==> config.mk <==
export PLATFORM = sky130hd
export DESIGN_NAME = lsq_top
export DESIGN_NICKNAME = d
export VERILOG_FILES = /design/src/hw/mem_access_pkg.sv /design/src/hw/lsq_pkg.sv /design/src/hw/agu.sv /design/src/hw/cdb_snoop.sv /design/src/hw/load_align.sv /design/src/hw/lsq_head_ctrl.sv /design/src/hw/lsq_queue.sv /design/src/hw/lsq_top.sv
export SDC_FILE = /design/constraint.sdc
export NUM_CORES = 2
export LEC_CHECK = 0
export ABC_CLOCK_PERIOD_IN_PS = 4700
export BUFFER_PORTS_ARGS = -buffer_cell sky130_fd_sc_hd__buf_2
export CELL_PAD_IN_SITES_DETAIL_PLACEMENT = 1
export CELL_PAD_IN_SITES_GLOBAL_PLACEMENT = 1
export CORE_MARGIN = 3
export CORE_UTILIZATION = 31
export CTS_BUF_LIST = sky130_fd_sc_hd__clkbuf_2
export DETAILED_ROUTE_END_ITERATION = 8
export PLACE_DENSITY_LB_ADDON = 0.1
export SLEW_MARGIN = 25
export SYNTH_ARGS = -nofsm -noshare
export SYNTH_HDL_FRONTEND = slang
export SYNTH_SLANG_ARGS = --single-unit
==> constraint.sdc <==
create_clock -name clk -period 4.7 [get_ports clk]
set_clock_uncertainty 0.05 [all_clocks]
set_input_delay 0.705 -clock clk [delete_from_list [all_inputs] [get_ports clk]]
set_output_delay 0.705 -clock clk [all_outputs]
set_load 0.005 [all_outputs]
==> src/hw/mem_access_pkg.sv <==
package mem_access_pkg;

    typedef logic [31:0] word_t;

    // one enable per byte lane
    typedef logic [3:0] byte_mask_t;

    // RV32I funct3 for loads and stores
    typedef logic [2:0] funct3_t;

    // loads
    localparam funct3_t lb  = 3'b000;
    localparam funct3_t lh  = 3'b001;
    localparam funct3_t lw  = 3'b010;
    localparam funct3_t lbu = 3'b100;
    localparam funct3_t lhu = 3'b101;

    // stores share the low two bits with the signed loads
    localparam funct3_t sb = 3'b000;
    localparam funct3_t sh = 3'b001;
    localparam funct3_t sw = 3'b010;

    // lane patterns before the offset shift
    localparam byte_mask_t mask_byte = 4'b0001;
    localparam byte_mask_t mask_half = 4'b0011;
    localparam byte_mask_t mask_word = 4'b1111;

endpackage

==> src/hw/lsq_pkg.sv <==
package lsq_pkg;

    localparam int rob_tag_width = 5;

    typedef logic [rob_tag_width-1:0] rob_tag_t;

    // one common data bus beat
    typedef struct packed {
        logic                  valid;
        rob_tag_t              tag;
        mem_access_pkg::word_t value;
    } cdb_t;

    // memory operation as it leaves dispatch
    typedef struct packed {
        logic                    valid;
        logic                    is_load;
        logic                    is_store;
        mem_access_pkg::funct3_t funct3;
        rob_tag_t                rob_tag;
        mem_access_pkg::word_t   imm;
        logic                    rs1_ready;
        rob_tag_t                rs1_tag;
        mem_access_pkg::word_t   rs1_value;
        logic                    rs2_ready;
        rob_tag_t                rs2_tag;
        mem_access_pkg::word_t   rs2_value;
    } dispatch_t;

    typedef struct packed {
        logic                       valid;
        logic                       is_load;
        logic                       is_store;
        mem_access_pkg::funct3_t    funct3;
        rob_tag_t                   rob_tag;
        mem_access_pkg::word_t      imm;
        logic                       rs1_ready;
        rob_tag_t                   rs1_tag;
        mem_access_pkg::word_t      rs1_value;
        logic                       rs2_ready;
        rob_tag_t                   rs2_tag;
        mem_access_pkg::word_t      rs2_value;
        // filled in by the address write-back
        logic                       addr_done;
        mem_access_pkg::word_t      addr;
        mem_access_pkg::byte_mask_t mask;
        mem_access_pkg::word_t      wdata;
    } lsq_entry_t;

    // completed operation toward the reorder buffer
    typedef struct packed {
        rob_tag_t                   rob_tag;
        logic                       is_store;
        mem_access_pkg::word_t      addr;
        mem_access_pkg::byte_mask_t mask;
        mem_access_pkg::word_t      wdata;
        mem_access_pkg::word_t      load_data;
    } lsq_result_t;

endpackage

==> src/hw/agu.sv <==
module agu (
    input  mem_access_pkg::word_t      base,
    input  mem_access_pkg::word_t      imm,
    input  mem_access_pkg::funct3_t    funct3,
    input  logic                       is_store,
    input  mem_access_pkg::word_t      store_data,
    output mem_access_pkg::word_t      addr,
    output mem_access_pkg::byte_mask_t mask,
    output mem_access_pkg::word_t      wdata
);

    mem_access_pkg::word_t sum;
    logic [1:0]            offset;

    assign sum = base + imm;
    assign offset = sum[1:0];

    // word aligned, lanes picked by the mask
    assign addr = {sum[31:2], 2'b00};

    always_comb begin
        // sb and sh encode like lb and lh, so one case covers both kinds
        case (funct3)
            mem_access_pkg::lb, mem_access_pkg::lbu: mask = mem_access_pkg::mask_byte << offset;
            mem_access_pkg::lh, mem_access_pkg::lhu: mask = mem_access_pkg::mask_half << offset;
            mem_access_pkg::lw:                      mask = mem_access_pkg::mask_word;
            default:                                 mask = '0;
        endcase
    end

    always_comb begin
        wdata = '0;
        if (is_store) begin
            case (funct3)
                mem_access_pkg::sb: wdata = {24'b0, store_data[7:0]} << {offset, 3'b000};
                // half moves to the upper lanes on offset bit 1 only
                mem_access_pkg::sh: wdata = {16'b0, store_data[15:0]} << {offset[1], 4'b0000};
                mem_access_pkg::sw: wdata = store_data;
                default:            wdata = '0;
            endcase
        end
    end

endmodule

==> src/hw/cdb_snoop.sv <==
module cdb_snoop #(
    parameter int num_cdb = 2
) (
    input  lsq_pkg::rob_tag_t     wait_tag,
    input  logic                  waiting,
    input  lsq_pkg::cdb_t         cdb [num_cdb],
    output logic                  hit,
    output mem_access_pkg::word_t value
);

    always_comb begin
        hit = 1'b0;
        value = '0;
        // walk downward so the lowest matching port is written last and wins
        for (int i = num_cdb - 1; i >= 0; i--) begin
            if (waiting && cdb[i].valid && (cdb[i].tag == wait_tag)) begin
                hit = 1'b1;
                value = cdb[i].value;
            end
        end
    end

endmodule

==> src/hw/load_align.sv <==
module load_align (
    input  mem_access_pkg::word_t   word,
    input  logic [1:0]              offset,
    input  mem_access_pkg::funct3_t funct3,
    output mem_access_pkg::word_t   data
);

    logic [7:0]  lane_byte;
    logic [15:0] lane_half;

    assign lane_byte = word[{offset, 3'b000} +: 8];
    // halves sit on even bytes, bit 1 picks which one
    assign lane_half = word[{offset[1], 4'b0000} +: 16];

    always_comb begin
        case (funct3)
            mem_access_pkg::lb:  data = {{24{lane_byte[7]}}, lane_byte};
            mem_access_pkg::lbu: data = {24'b0, lane_byte};
            mem_access_pkg::lh:  data = {{16{lane_half[15]}}, lane_half};
            mem_access_pkg::lhu: data = {16'b0, lane_half};
            mem_access_pkg::lw:  data = word;
            default:             data = word;
        endcase
    end

endmodule

==> src/hw/lsq_head_ctrl.sv <==
module lsq_head_ctrl (
    input  lsq_pkg::lsq_entry_t   head,
    input  logic                  head_valid,
    input  logic                  flush,
    input  mem_access_pkg::word_t mem_rdata,
    input  logic                  mem_ready,
    output logic                  mem_read,
    output mem_access_pkg::word_t mem_addr,
    output logic                  result_valid,
    output lsq_pkg::lsq_result_t  result,
    output logic                  dequeue
);

    logic                  issue;
    logic [1:0]            offset;
    mem_access_pkg::word_t load_data;

    // head can act once its address is written back
    assign issue = head_valid && head.addr_done && !flush;

    assign mem_read = issue && head.is_load;
    assign mem_addr = head.addr;

    // stores retire at once, loads wait for the memory strobe
    assign result_valid = issue && (head.is_store || (head.is_load && mem_ready));
    assign dequeue = result_valid;

    // byte offset is lost in the aligned address
    assign offset = head.rs1_value[1:0] + head.imm[1:0];

    load_align load_align_inst (
        .word   (mem_rdata),
        .offset (offset),
        .funct3 (head.funct3),
        .data   (load_data)
    );

    always_comb begin
        result.rob_tag = head.rob_tag;
        result.is_store = head.is_store;
        result.addr = head.addr;
        result.mask = head.mask;
        result.wdata = head.wdata;
        result.load_data = head.is_load ? load_data : '0;
    end

endmodule

==> src/hw/lsq_queue.sv <==
module lsq_queue #(
    parameter int lsq_depth = 8,
    parameter int num_cdb   = 2
) (
    input  logic                       clk,
    input  logic                       reset,
    input  logic                       flush,
    input  lsq_pkg::dispatch_t         dispatch,
    input  lsq_pkg::cdb_t              cdb [num_cdb],
    input  mem_access_pkg::word_t      agu_addr [lsq_depth],
    input  mem_access_pkg::byte_mask_t agu_mask [lsq_depth],
    input  mem_access_pkg::word_t      agu_wdata [lsq_depth],
    input  logic                       dequeue,
    output logic                       full,
    output lsq_pkg::lsq_entry_t        entries [lsq_depth],
    output lsq_pkg::lsq_entry_t        head,
    output logic                       head_valid
);

    // extra top bit tells full from empty
    localparam int ptr_width = $clog2(lsq_depth) + 1;

    logic [ptr_width-1:0]  head_ptr;
    logic [ptr_width-1:0]  tail_ptr;
    logic                  same_idx;
    logic                  empty;
    logic                  enqueue;
    lsq_pkg::lsq_entry_t   new_entry;
    logic                  disp_rs1_hit;
    logic                  disp_rs2_hit;
    mem_access_pkg::word_t disp_rs1_value;
    mem_access_pkg::word_t disp_rs2_value;
    logic [lsq_depth-1:0]  rs1_hit;
    logic [lsq_depth-1:0]  rs2_hit;
    mem_access_pkg::word_t rs1_value [lsq_depth];
    mem_access_pkg::word_t rs2_value [lsq_depth];
    logic [lsq_depth-1:0]  addr_ready;

    assign same_idx = head_ptr[ptr_width-2:0] == tail_ptr[ptr_width-2:0];
    assign full = same_idx && (head_ptr[ptr_width-1] != tail_ptr[ptr_width-1]);
    assign empty = same_idx && (head_ptr[ptr_width-1] == tail_ptr[ptr_width-1]);
    assign enqueue = dispatch.valid && !full && !flush;

    assign head = entries[head_ptr[ptr_width-2:0]];
    assign head_valid = !empty && head.valid;

    // operands broadcast in the dispatch cycle
    cdb_snoop #(.num_cdb(num_cdb)) disp_rs1_snoop (
        .wait_tag (dispatch.rs1_tag),
        .waiting  (dispatch.valid && !dispatch.rs1_ready),
        .cdb      (cdb),
        .hit      (disp_rs1_hit),
        .value    (disp_rs1_value)
    );

    cdb_snoop #(.num_cdb(num_cdb)) disp_rs2_snoop (
        .wait_tag (dispatch.rs2_tag),
        .waiting  (dispatch.valid && !dispatch.rs2_ready),
        .cdb      (cdb),
        .hit      (disp_rs2_hit),
        .value    (disp_rs2_value)
    );

    for (genvar i = 0; i < lsq_depth; i++) begin : g_entry
        cdb_snoop #(.num_cdb(num_cdb)) rs1_snoop (
            .wait_tag (entries[i].rs1_tag),
            .waiting  (entries[i].valid && !entries[i].rs1_ready),
            .cdb      (cdb),
            .hit      (rs1_hit[i]),
            .value    (rs1_value[i])
        );

        cdb_snoop #(.num_cdb(num_cdb)) rs2_snoop (
            .wait_tag (entries[i].rs2_tag),
            .waiting  (entries[i].valid && !entries[i].rs2_ready),
            .cdb      (cdb),
            .hit      (rs2_hit[i]),
            .value    (rs2_value[i])
        );

        // loads only need the base, stores need the data as well
        assign addr_ready[i] = entries[i].valid && !entries[i].addr_done &&
                               entries[i].rs1_ready &&
                               (entries[i].is_load || entries[i].rs2_ready);
    end

    always_comb begin
        new_entry = '0;
        new_entry.valid = 1'b1;
        new_entry.is_load = dispatch.is_load;
        new_entry.is_store = dispatch.is_store;
        new_entry.funct3 = dispatch.funct3;
        new_entry.rob_tag = dispatch.rob_tag;
        new_entry.imm = dispatch.imm;
        new_entry.rs1_ready = dispatch.rs1_ready || disp_rs1_hit;
        new_entry.rs1_tag = dispatch.rs1_tag;
        new_entry.rs1_value = disp_rs1_hit ? disp_rs1_value : dispatch.rs1_value;
        new_entry.rs2_ready = dispatch.rs2_ready || disp_rs2_hit;
        new_entry.rs2_tag = dispatch.rs2_tag;
        new_entry.rs2_value = disp_rs2_hit ? disp_rs2_value : dispatch.rs2_value;
    end

    always_ff @(posedge clk) begin
        if (reset || flush) begin
            head_ptr <= '0;
            tail_ptr <= '0;
            for (int i = 0; i < lsq_depth; i++) begin
                entries[i] <= '0;
            end
        end else begin
            for (int i = 0; i < lsq_depth; i++) begin
                if (rs1_hit[i]) begin
                    entries[i].rs1_ready <= 1'b1;
                    entries[i].rs1_value <= rs1_value[i];
                end
                if (rs2_hit[i]) begin
                    entries[i].rs2_ready <= 1'b1;
                    entries[i].rs2_value <= rs2_value[i];
                end
                // address write-back, one cycle after the operands settle
                if (addr_ready[i]) begin
                    entries[i].addr_done <= 1'b1;
                    entries[i].addr <= agu_addr[i];
                    entries[i].mask <= agu_mask[i];
                    entries[i].wdata <= agu_wdata[i];
                end
            end
            if (enqueue) begin
                entries[tail_ptr[ptr_width-2:0]] <= new_entry;
                tail_ptr <= tail_ptr + 1'b1;
            end
            if (dequeue) begin
                entries[head_ptr[ptr_width-2:0]] <= '0;
                head_ptr <= head_ptr + 1'b1;
            end
        end
    end

endmodule

==> src/hw/lsq_top.sv <==
module lsq_top #(
    parameter int lsq_depth = 8,
    parameter int num_cdb   = 2
) (
    input  logic                  clk,
    input  logic                  reset,
    input  logic                  flush,
    input  lsq_pkg::dispatch_t    dispatch,
    input  lsq_pkg::cdb_t         cdb [num_cdb],
    input  mem_access_pkg::word_t mem_rdata,
    input  logic                  mem_ready,
    output logic                  full,
    output logic                  mem_read,
    output mem_access_pkg::word_t mem_addr,
    output logic                  result_valid,
    output lsq_pkg::lsq_result_t  result
);

    lsq_pkg::lsq_entry_t        entries [lsq_depth];
    lsq_pkg::lsq_entry_t        head;
    logic                       head_valid;
    logic                       dequeue;
    mem_access_pkg::word_t      agu_addr [lsq_depth];
    mem_access_pkg::byte_mask_t agu_mask [lsq_depth];
    mem_access_pkg::word_t      agu_wdata [lsq_depth];

    lsq_queue #(
        .lsq_depth (lsq_depth),
        .num_cdb   (num_cdb)
    ) lsq_queue_inst (
        .clk        (clk),
        .reset      (reset),
        .flush      (flush),
        .dispatch   (dispatch),
        .cdb        (cdb),
        .agu_addr   (agu_addr),
        .agu_mask   (agu_mask),
        .agu_wdata  (agu_wdata),
        .dequeue    (dequeue),
        .full       (full),
        .entries    (entries),
        .head       (head),
        .head_valid (head_valid)
    );

    // one address generator per entry so all slots resolve in parallel
    for (genvar i = 0; i < lsq_depth; i++) begin : g_agu
        agu agu_inst (
            .base       (entries[i].rs1_value),
            .imm        (entries[i].imm),
            .funct3     (entries[i].funct3),
            .is_store   (entries[i].is_store),
            .store_data (entries[i].rs2_value),
            .addr       (agu_addr[i]),
            .mask       (agu_mask[i]),
            .wdata      (agu_wdata[i])
        );
    end

    lsq_head_ctrl lsq_head_ctrl_inst (
        .head         (head),
        .head_valid   (head_valid),
        .flush        (flush),
        .mem_rdata    (mem_rdata),
        .mem_ready    (mem_ready),
        .mem_read     (mem_read),
        .mem_addr     (mem_addr),
        .result_valid (result_valid),
        .result       (result),
        .dequeue      (dequeue)
    );

endmodule

# [Word-level counts from Yosys, hierarchy flattened]
# Index checks and enable logic that the tools add are counted.
[op_classes] add_sub_neg=11 magnitude_cmp=4 n_eq_ne=74 shifts=34 mux=191 n_bitwise=4 reduce_logical=192
[ops] cell="1504-bit two-way mux" count=3
[ops] cell="32-bit two-way mux" count=79
[ops] cell="1504-bit bitwise AND" count=1
[ops] cell="1504-bit bitwise mux" count=1
[ops] cell="1504-bit NOT" count=1
[ops] cell="188-bit demux with 3-bit select" count=2
[ops] cell="69-bit two-way mux" count=16
[ops] cell="32-bit one-hot mux with 3 select lines" count=8
[ops] cell="188-bit two-way mux" count=4
[ops] cell="188-bit binary-select mux with 3-bit select" count=1
[ops] cell="32-bit adder" count=8
[ops] cell="16-bit by 5-bit << shifter with 32-bit output" count=8
[ops] cell="8-bit by 5-bit << shifter with 32-bit output" count=8
[ops] cell="5-bit == test" count=36
[ops] cell="32-bit one-hot mux with 4 select lines" count=1
[ops] cell="1-bit logical AND" count=126
[ops] cell="4-bit one-hot mux with 3 select lines" count=8
[ops] cell="1-bit two-way mux" count=68
[ops] cell="3-bit == test, second input constant" count=18
[ops] cell="2-bit OR reduction" count=16
[ops] cell="32-bit by 6-bit variable part select with 16-bit output" count=1
[ops] cell="32-bit by 6-bit variable part select with 8-bit output" count=1
[ops] cell="1-bit by 2-bit << shifter with 4-bit output, first input constant" count=8
[ops] cell="2-bit by 2-bit << shifter with 4-bit output, first input constant" count=8
[ops] cell="other kinds (13)" count=79
[totals] reg_bits=1512 in_bits=231 out_inout_bits=141 elab_cells=640

# [Longest topological paths before layout]
[depth] word_depth=13 ltp_mapped=17 mapped_depth_nobuf=12

# [By module]
# A second synthesis with hierarchy kept.
[hier_totals] cells_unflattened=13305 area_unflattened_um2=108336.4
[by_module_without_submodules] module="lsq_queue" n_inst=1 cells_per_inst=8599 area_each_um2=71952.8 seq_area_each_um2=30269.0
[by_module_without_submodules] module="cdb_snoop" n_inst=18 cells_per_inst=89 area_each_um2=864.6 seq_area_each_um2=0.0
[by_module_without_submodules] module="agu (g_agu[3].agu_inst ...)" n_inst=5 cells_per_inst=358 area_each_um2=2387.3 seq_area_each_um2=0.0
[by_module_without_submodules] module="agu (g_agu[0].agu_inst ...)" n_inst=3 cells_per_inst=352 area_each_um2=2382.3 seq_area_each_um2=0.0
[by_module_without_submodules] module="lsq_head_ctrl" n_inst=1 cells_per_inst=149 area_each_um2=1109.8 seq_area_each_um2=0.0
[by_module_without_submodules] module="load_align" n_inst=1 cells_per_inst=109 area_each_um2=628.1 seq_area_each_um2=0.0

# [Worst setup path before layout]
# OpenSTA, ideal clock, no wires.
[synth_timing] path_type="flip-flop to output port" startpoint="reg lsq_queue_inst.head_ptr[0]" endpoint="out result[21] (netlist bit)" t_arrival_ns=4.076 required_time_ns=3.945 setup_slack_ns=-0.131 path_stages_with_launch=18 n_path_buf=9 path_cell_list="dfxtp_1 -> buf_2 -> buf_2 -> buf_4 -> buf_2 -> clkbuf_1 -> clkbuf_1 -> clkbuf_1 -> clkbuf_1 -> o22ai_1 -> ha_1 -> xnor2_1 -> xor2_1 -> mux4_2 -> nand2_2 -> a21oi_4 -> buf_2 -> a21o_1"
[synth_rtl] element="start, declared" line="lsq_queue.sv:23" text="logic [ptr_width-1:0] head_ptr;"
[synth_rtl] element="start signal, assigned" line="lsq_queue.sv:134" text="head_ptr <= head_ptr + 1'b1;"
[synth_rtl] element="end, declared" line="lsq_top.sv:16" text="output lsq_pkg::lsq_result_t result"

==> results.sh <==
export IMPL_swShare=0.328
export IMPL_endpoint_kind="primary output"
export IMPL_final_common_cell="nand2_1"
export IMPL_cp_depth=11
export IMPL_antenna_found_initial=79
export IMPL_avgSynthCellArea_um2=7.76
export IMPL_io_buffers=371
export IMPL_synthCells=11238
export IMPL_internal_power_uw=17600
export IMPL_core_um2=280000
export IMPL_finalSetupViolCount=128
export IMPL_gp_congestion=0.963
export IMPL_status="finished with violations"
export IMPL_ir_drop_v=0.000159
export IMPL_cp_arrival_ns=4.95
export IMPL_post_route_min_period_ns=5.70
export IMPL_io_pins=372
export IMPL_max_freq_mhz=175
export IMPL_cp_top_family="multiplexers"
export IMPL_final_cell_mix="1,900 x nand2_1, 1,509 x dfxtp_1, 1,382 x a21oi_1"
export IMPL_place_ws_ns=-0.00716
export IMPL_pwr_share_comb=0.099
export IMPL_path_cells="buf_12, mux4_2, mux2i_4, xnor2_4, xor2_4, buf_12, mux4_2, nand2_4, nor2_4, a221o_1, buf_2"
export IMPL_rsz0062_at_grt="true"
export IMPL_finalPower_uw=26100
export IMPL_syn2layout_area_growth_pct=25.1
export IMPL_grt_usage=0.386
export IMPL_cp_slowest_cell="mux4_2"
export IMPL_cts_buffers=454
export IMPL_reg2reg_to="lsq_queue_inst.entries[503]"
export IMPL_synth_top_area_frac=0.347
export IMPL_grt_met2_usage=0.560
export IMPL_path_buf_inv=3
export IMPL_dr_first_iter_drc_count=11692
export IMPL_firstDrtPassIters=6
export IMPL_cts_tree="yes"
export IMPL_r2r_start="lsq_queue_inst.head_ptr[2]"
export IMPL_synthesis_area_um2=87200
export IMPL_clk_latency_ns=2.14
export IMPL_grt_max_degree=122
export IMPL_power_frac_clock=0.409
export IMPL_clkTransAtPathRegs_ns=0.11
export IMPL_ys_flop_type="dfxtp_1"
export IMPL_synth_warnings=0
export IMPL_rr_worst_depth=16
export IMPL_drt_wirelength_per_cell_um=36.1
export IMPL_violations="setup timing"
export IMPL_cp_start_kind="flop"
export IMPL_worst_pin_slew_ns=1.20
export IMPL_die_w_um=536
export IMPL_p_per_area_nw_per_um2=240
export IMPL_ys_seq_area_frac=0.347
export IMPL_grt_pass1_wl_um=786000
export IMPL_syn_nets=11728
export IMPL_fin_ws_ns=-1.00
export IMPL_drive_above_1_share=0.178
export IMPL_clock_sinks=1512
export IMPL_dieHeight_um=536
export IMPL_hpwl_um=386000
export IMPL_leakagePower_uw=0.0454
export IMPL_nFillCells=33520
export IMPL_min_to="lsq_queue_inst.entries[851]"
export IMPL_nets=12650
export IMPL_yosysTopAreaCell="dfxtp_1"
export IMPL_synth_top_cells_by_area="dfxtp_1 35%, a21oi_1 8.3%, nand2_1 8.2%"
export IMPL_critPathKind="flop to primary output"
export IMPL_regArea_um2=30300
export IMPL_grt_pass1_vias=96154
export IMPL_grtUsageMet3=0.107
export IMPL_route_antenna_remaining_nets=0
export IMPL_synth_edf_count=0
export IMPL_ys_ff_latch=1512
export IMPL_final_cell_count_no_fill=16211
export IMPL_hold_path_class="input port to flop"
export IMPL_h_tree_depth=5
export IMPL_ys_types=96
export IMPL_row_count=194
export IMPL_drcViolationCount=0
export IMPL_slew_violations=0
export IMPL_grt_remaining_overflow=0
export IMPL_wirelength_um=585000
export IMPL_met1_usage=0.512
export IMPL_reg2reg_slack_ns=0.05
export IMPL_finalSetupTns_ns=-40.22
export IMPL_critPathRequiredTime_ns=3.94
export IMPL_busiest_layer="met2"
export IMPL_dp_cells=14612
export IMPL_p_switching_uw=8570
export IMPL_min_period_over_period=1.21
export IMPL_critPathMaxStageDelay_ns=0.54
export IMPL_slew_headroom=0.195
export IMPL_root_buffer="clkbuf_2"
export IMPL_cp_max_fo=7
export IMPL_whs_path_depth=5
export IMPL_cts_path_max_buffers=4
export IMPL_hold_start="cdb[68]"
export IMPL_hold_viol_final=0
export IMPL_synthArstFlopShare=0
export IMPL_multiInputGateArea_um2=55100
export IMPL_seqPwrFrac=0.492
export IMPL_num_vias=98787
export IMPL_viasPerCell=6.09
export IMPL_drv_cap=0
export IMPL_die_area_um2=288000
export IMPL_initial_utilization=0.312
-- metal layers --
metal / part of all wire / wire (um)
met1: 0.42 / 243000
met2: 0.41 / 241000
met5: 0.00042 / 243
met4: 0.065 / 38000
met3: 0.11 / 62000
-- how the worst max path moves through the flow --
stage | endpoint | slack, ns | start
2_1_floorplan | result[21] | 0.004 | lsq_queue_inst.head_ptr[0]
3_3_place_gp | lsq_queue_inst.entries[674] | -0.27 | dispatch[71]
3_5_place_dp | result[11] | -0.007 | lsq_queue_inst.head_ptr[2]
4_1_cts | result[15] | -1.34 | lsq_queue_inst.head_ptr[0]
5_1_grt | result[15] | -1.20 | lsq_queue_inst.head_ptr[0]
6_report | result[8] | -1.00 | lsq_queue_inst.head_ptr[0]
-- state kept, by name, summed over array words and instances, names as in the netlist --
register                 cells
lsq_queue_inst.entries    1504
lsq_queue_inst.head_ptr      4
lsq_queue_inst.tail_ptr      4
-- cell type report --
cell class	instances	area share
diodes	33	0.000757
clock buffers	638	0.0293
well taps	3724	0.0427
clock inverters	112	0.00607
flip-flops and latches	1512	0.278
inverters	82	0.00288
multi-input cells	8563	0.505
repair buffers	1547	0.136
-- Yosys cell counts (28+ instances only) --
library cell     n
buf_4           91
nand4_1         51
a221oi_1        55
nand3_1         73
o21ai_0        259
o211ai_1       278
a21o_1         165
or4_1           41
and3_1          39
nor3_1          92
mux2_2         109
mux2i_1        706
o21bai_1        28
o21a_1          34
xnor2_1        283
dfxtp_1       1512
buf_2          255
nor2b_1         31
o221ai_1        49
a21oi_1       1451
a21oi_2         29
ha_1           251
buf_1          112
nand2b_1        38
nor2_1        1304
o22ai_1         47
inv_1           78
a211oi_1       324
a22oi_1        346
clkbuf_1       622
a22o_1         134
nand2_1       1908
xor2_1         124
a31oi_1         41
-- power groups by stage --
stage               clock (uW)  sequential (uW)  combinational (uW)
finish                   10700            12900                2590
global route             11500            12900                2570
CTS                      10900            12900                2450
detailed placement           0            13200                1970
global placement             0            13200                1950
floorplan                    0            13100                 794
-- cells by family (layout without fill, tap and decap cells) --
logic type                 Yosys count  count (layout)  share of synthesized area
and+or+nand+nor                   3704            3704                      0.173
AOI/OAI and AO/OA                 3373            3373                      0.247
DFF                               1512            1512                      0.347
buffers and inverters             1163            2379                     0.0577
muxes                              820             820                     0.0962
xor gates and xnor gates           407             407                     0.0409
adders and majority gates          259             259                     0.0379
other                                0              33                          0
-- per-stage QoR --
step | util | hold slack [ns] | cell area (um2)
after global placement | 0.333 | 0.386 | 93000
after global routing | 0.390 | 0.0126 | 109000
after CTS | 0.379 | 0.00552 | 106000
after detailed placement | 0.333 | 0.396 | 93000
after floorplan | - | 0.378 | 87200
final | 0.390 | 0.0112 | 109000
-- worst min-delay path, stage by stage --
cell and delay (ns):
dlygate4sd3_1 0.55, buf_2 0.14, buf_2 0.32, o211ai_1 0.26, a21oi_1 0.07
-- what timing repair did --
action,4_1_cts,5_1_grt
cloned,14,14
hold buffers,645,2
resized for setup,346,356
pin swaps,22,98
endpoints found under the hold margin,1493,2
setup buffers,43,106
setup endpoints to repair,141,150
Power figures use the tool's default switching activity.
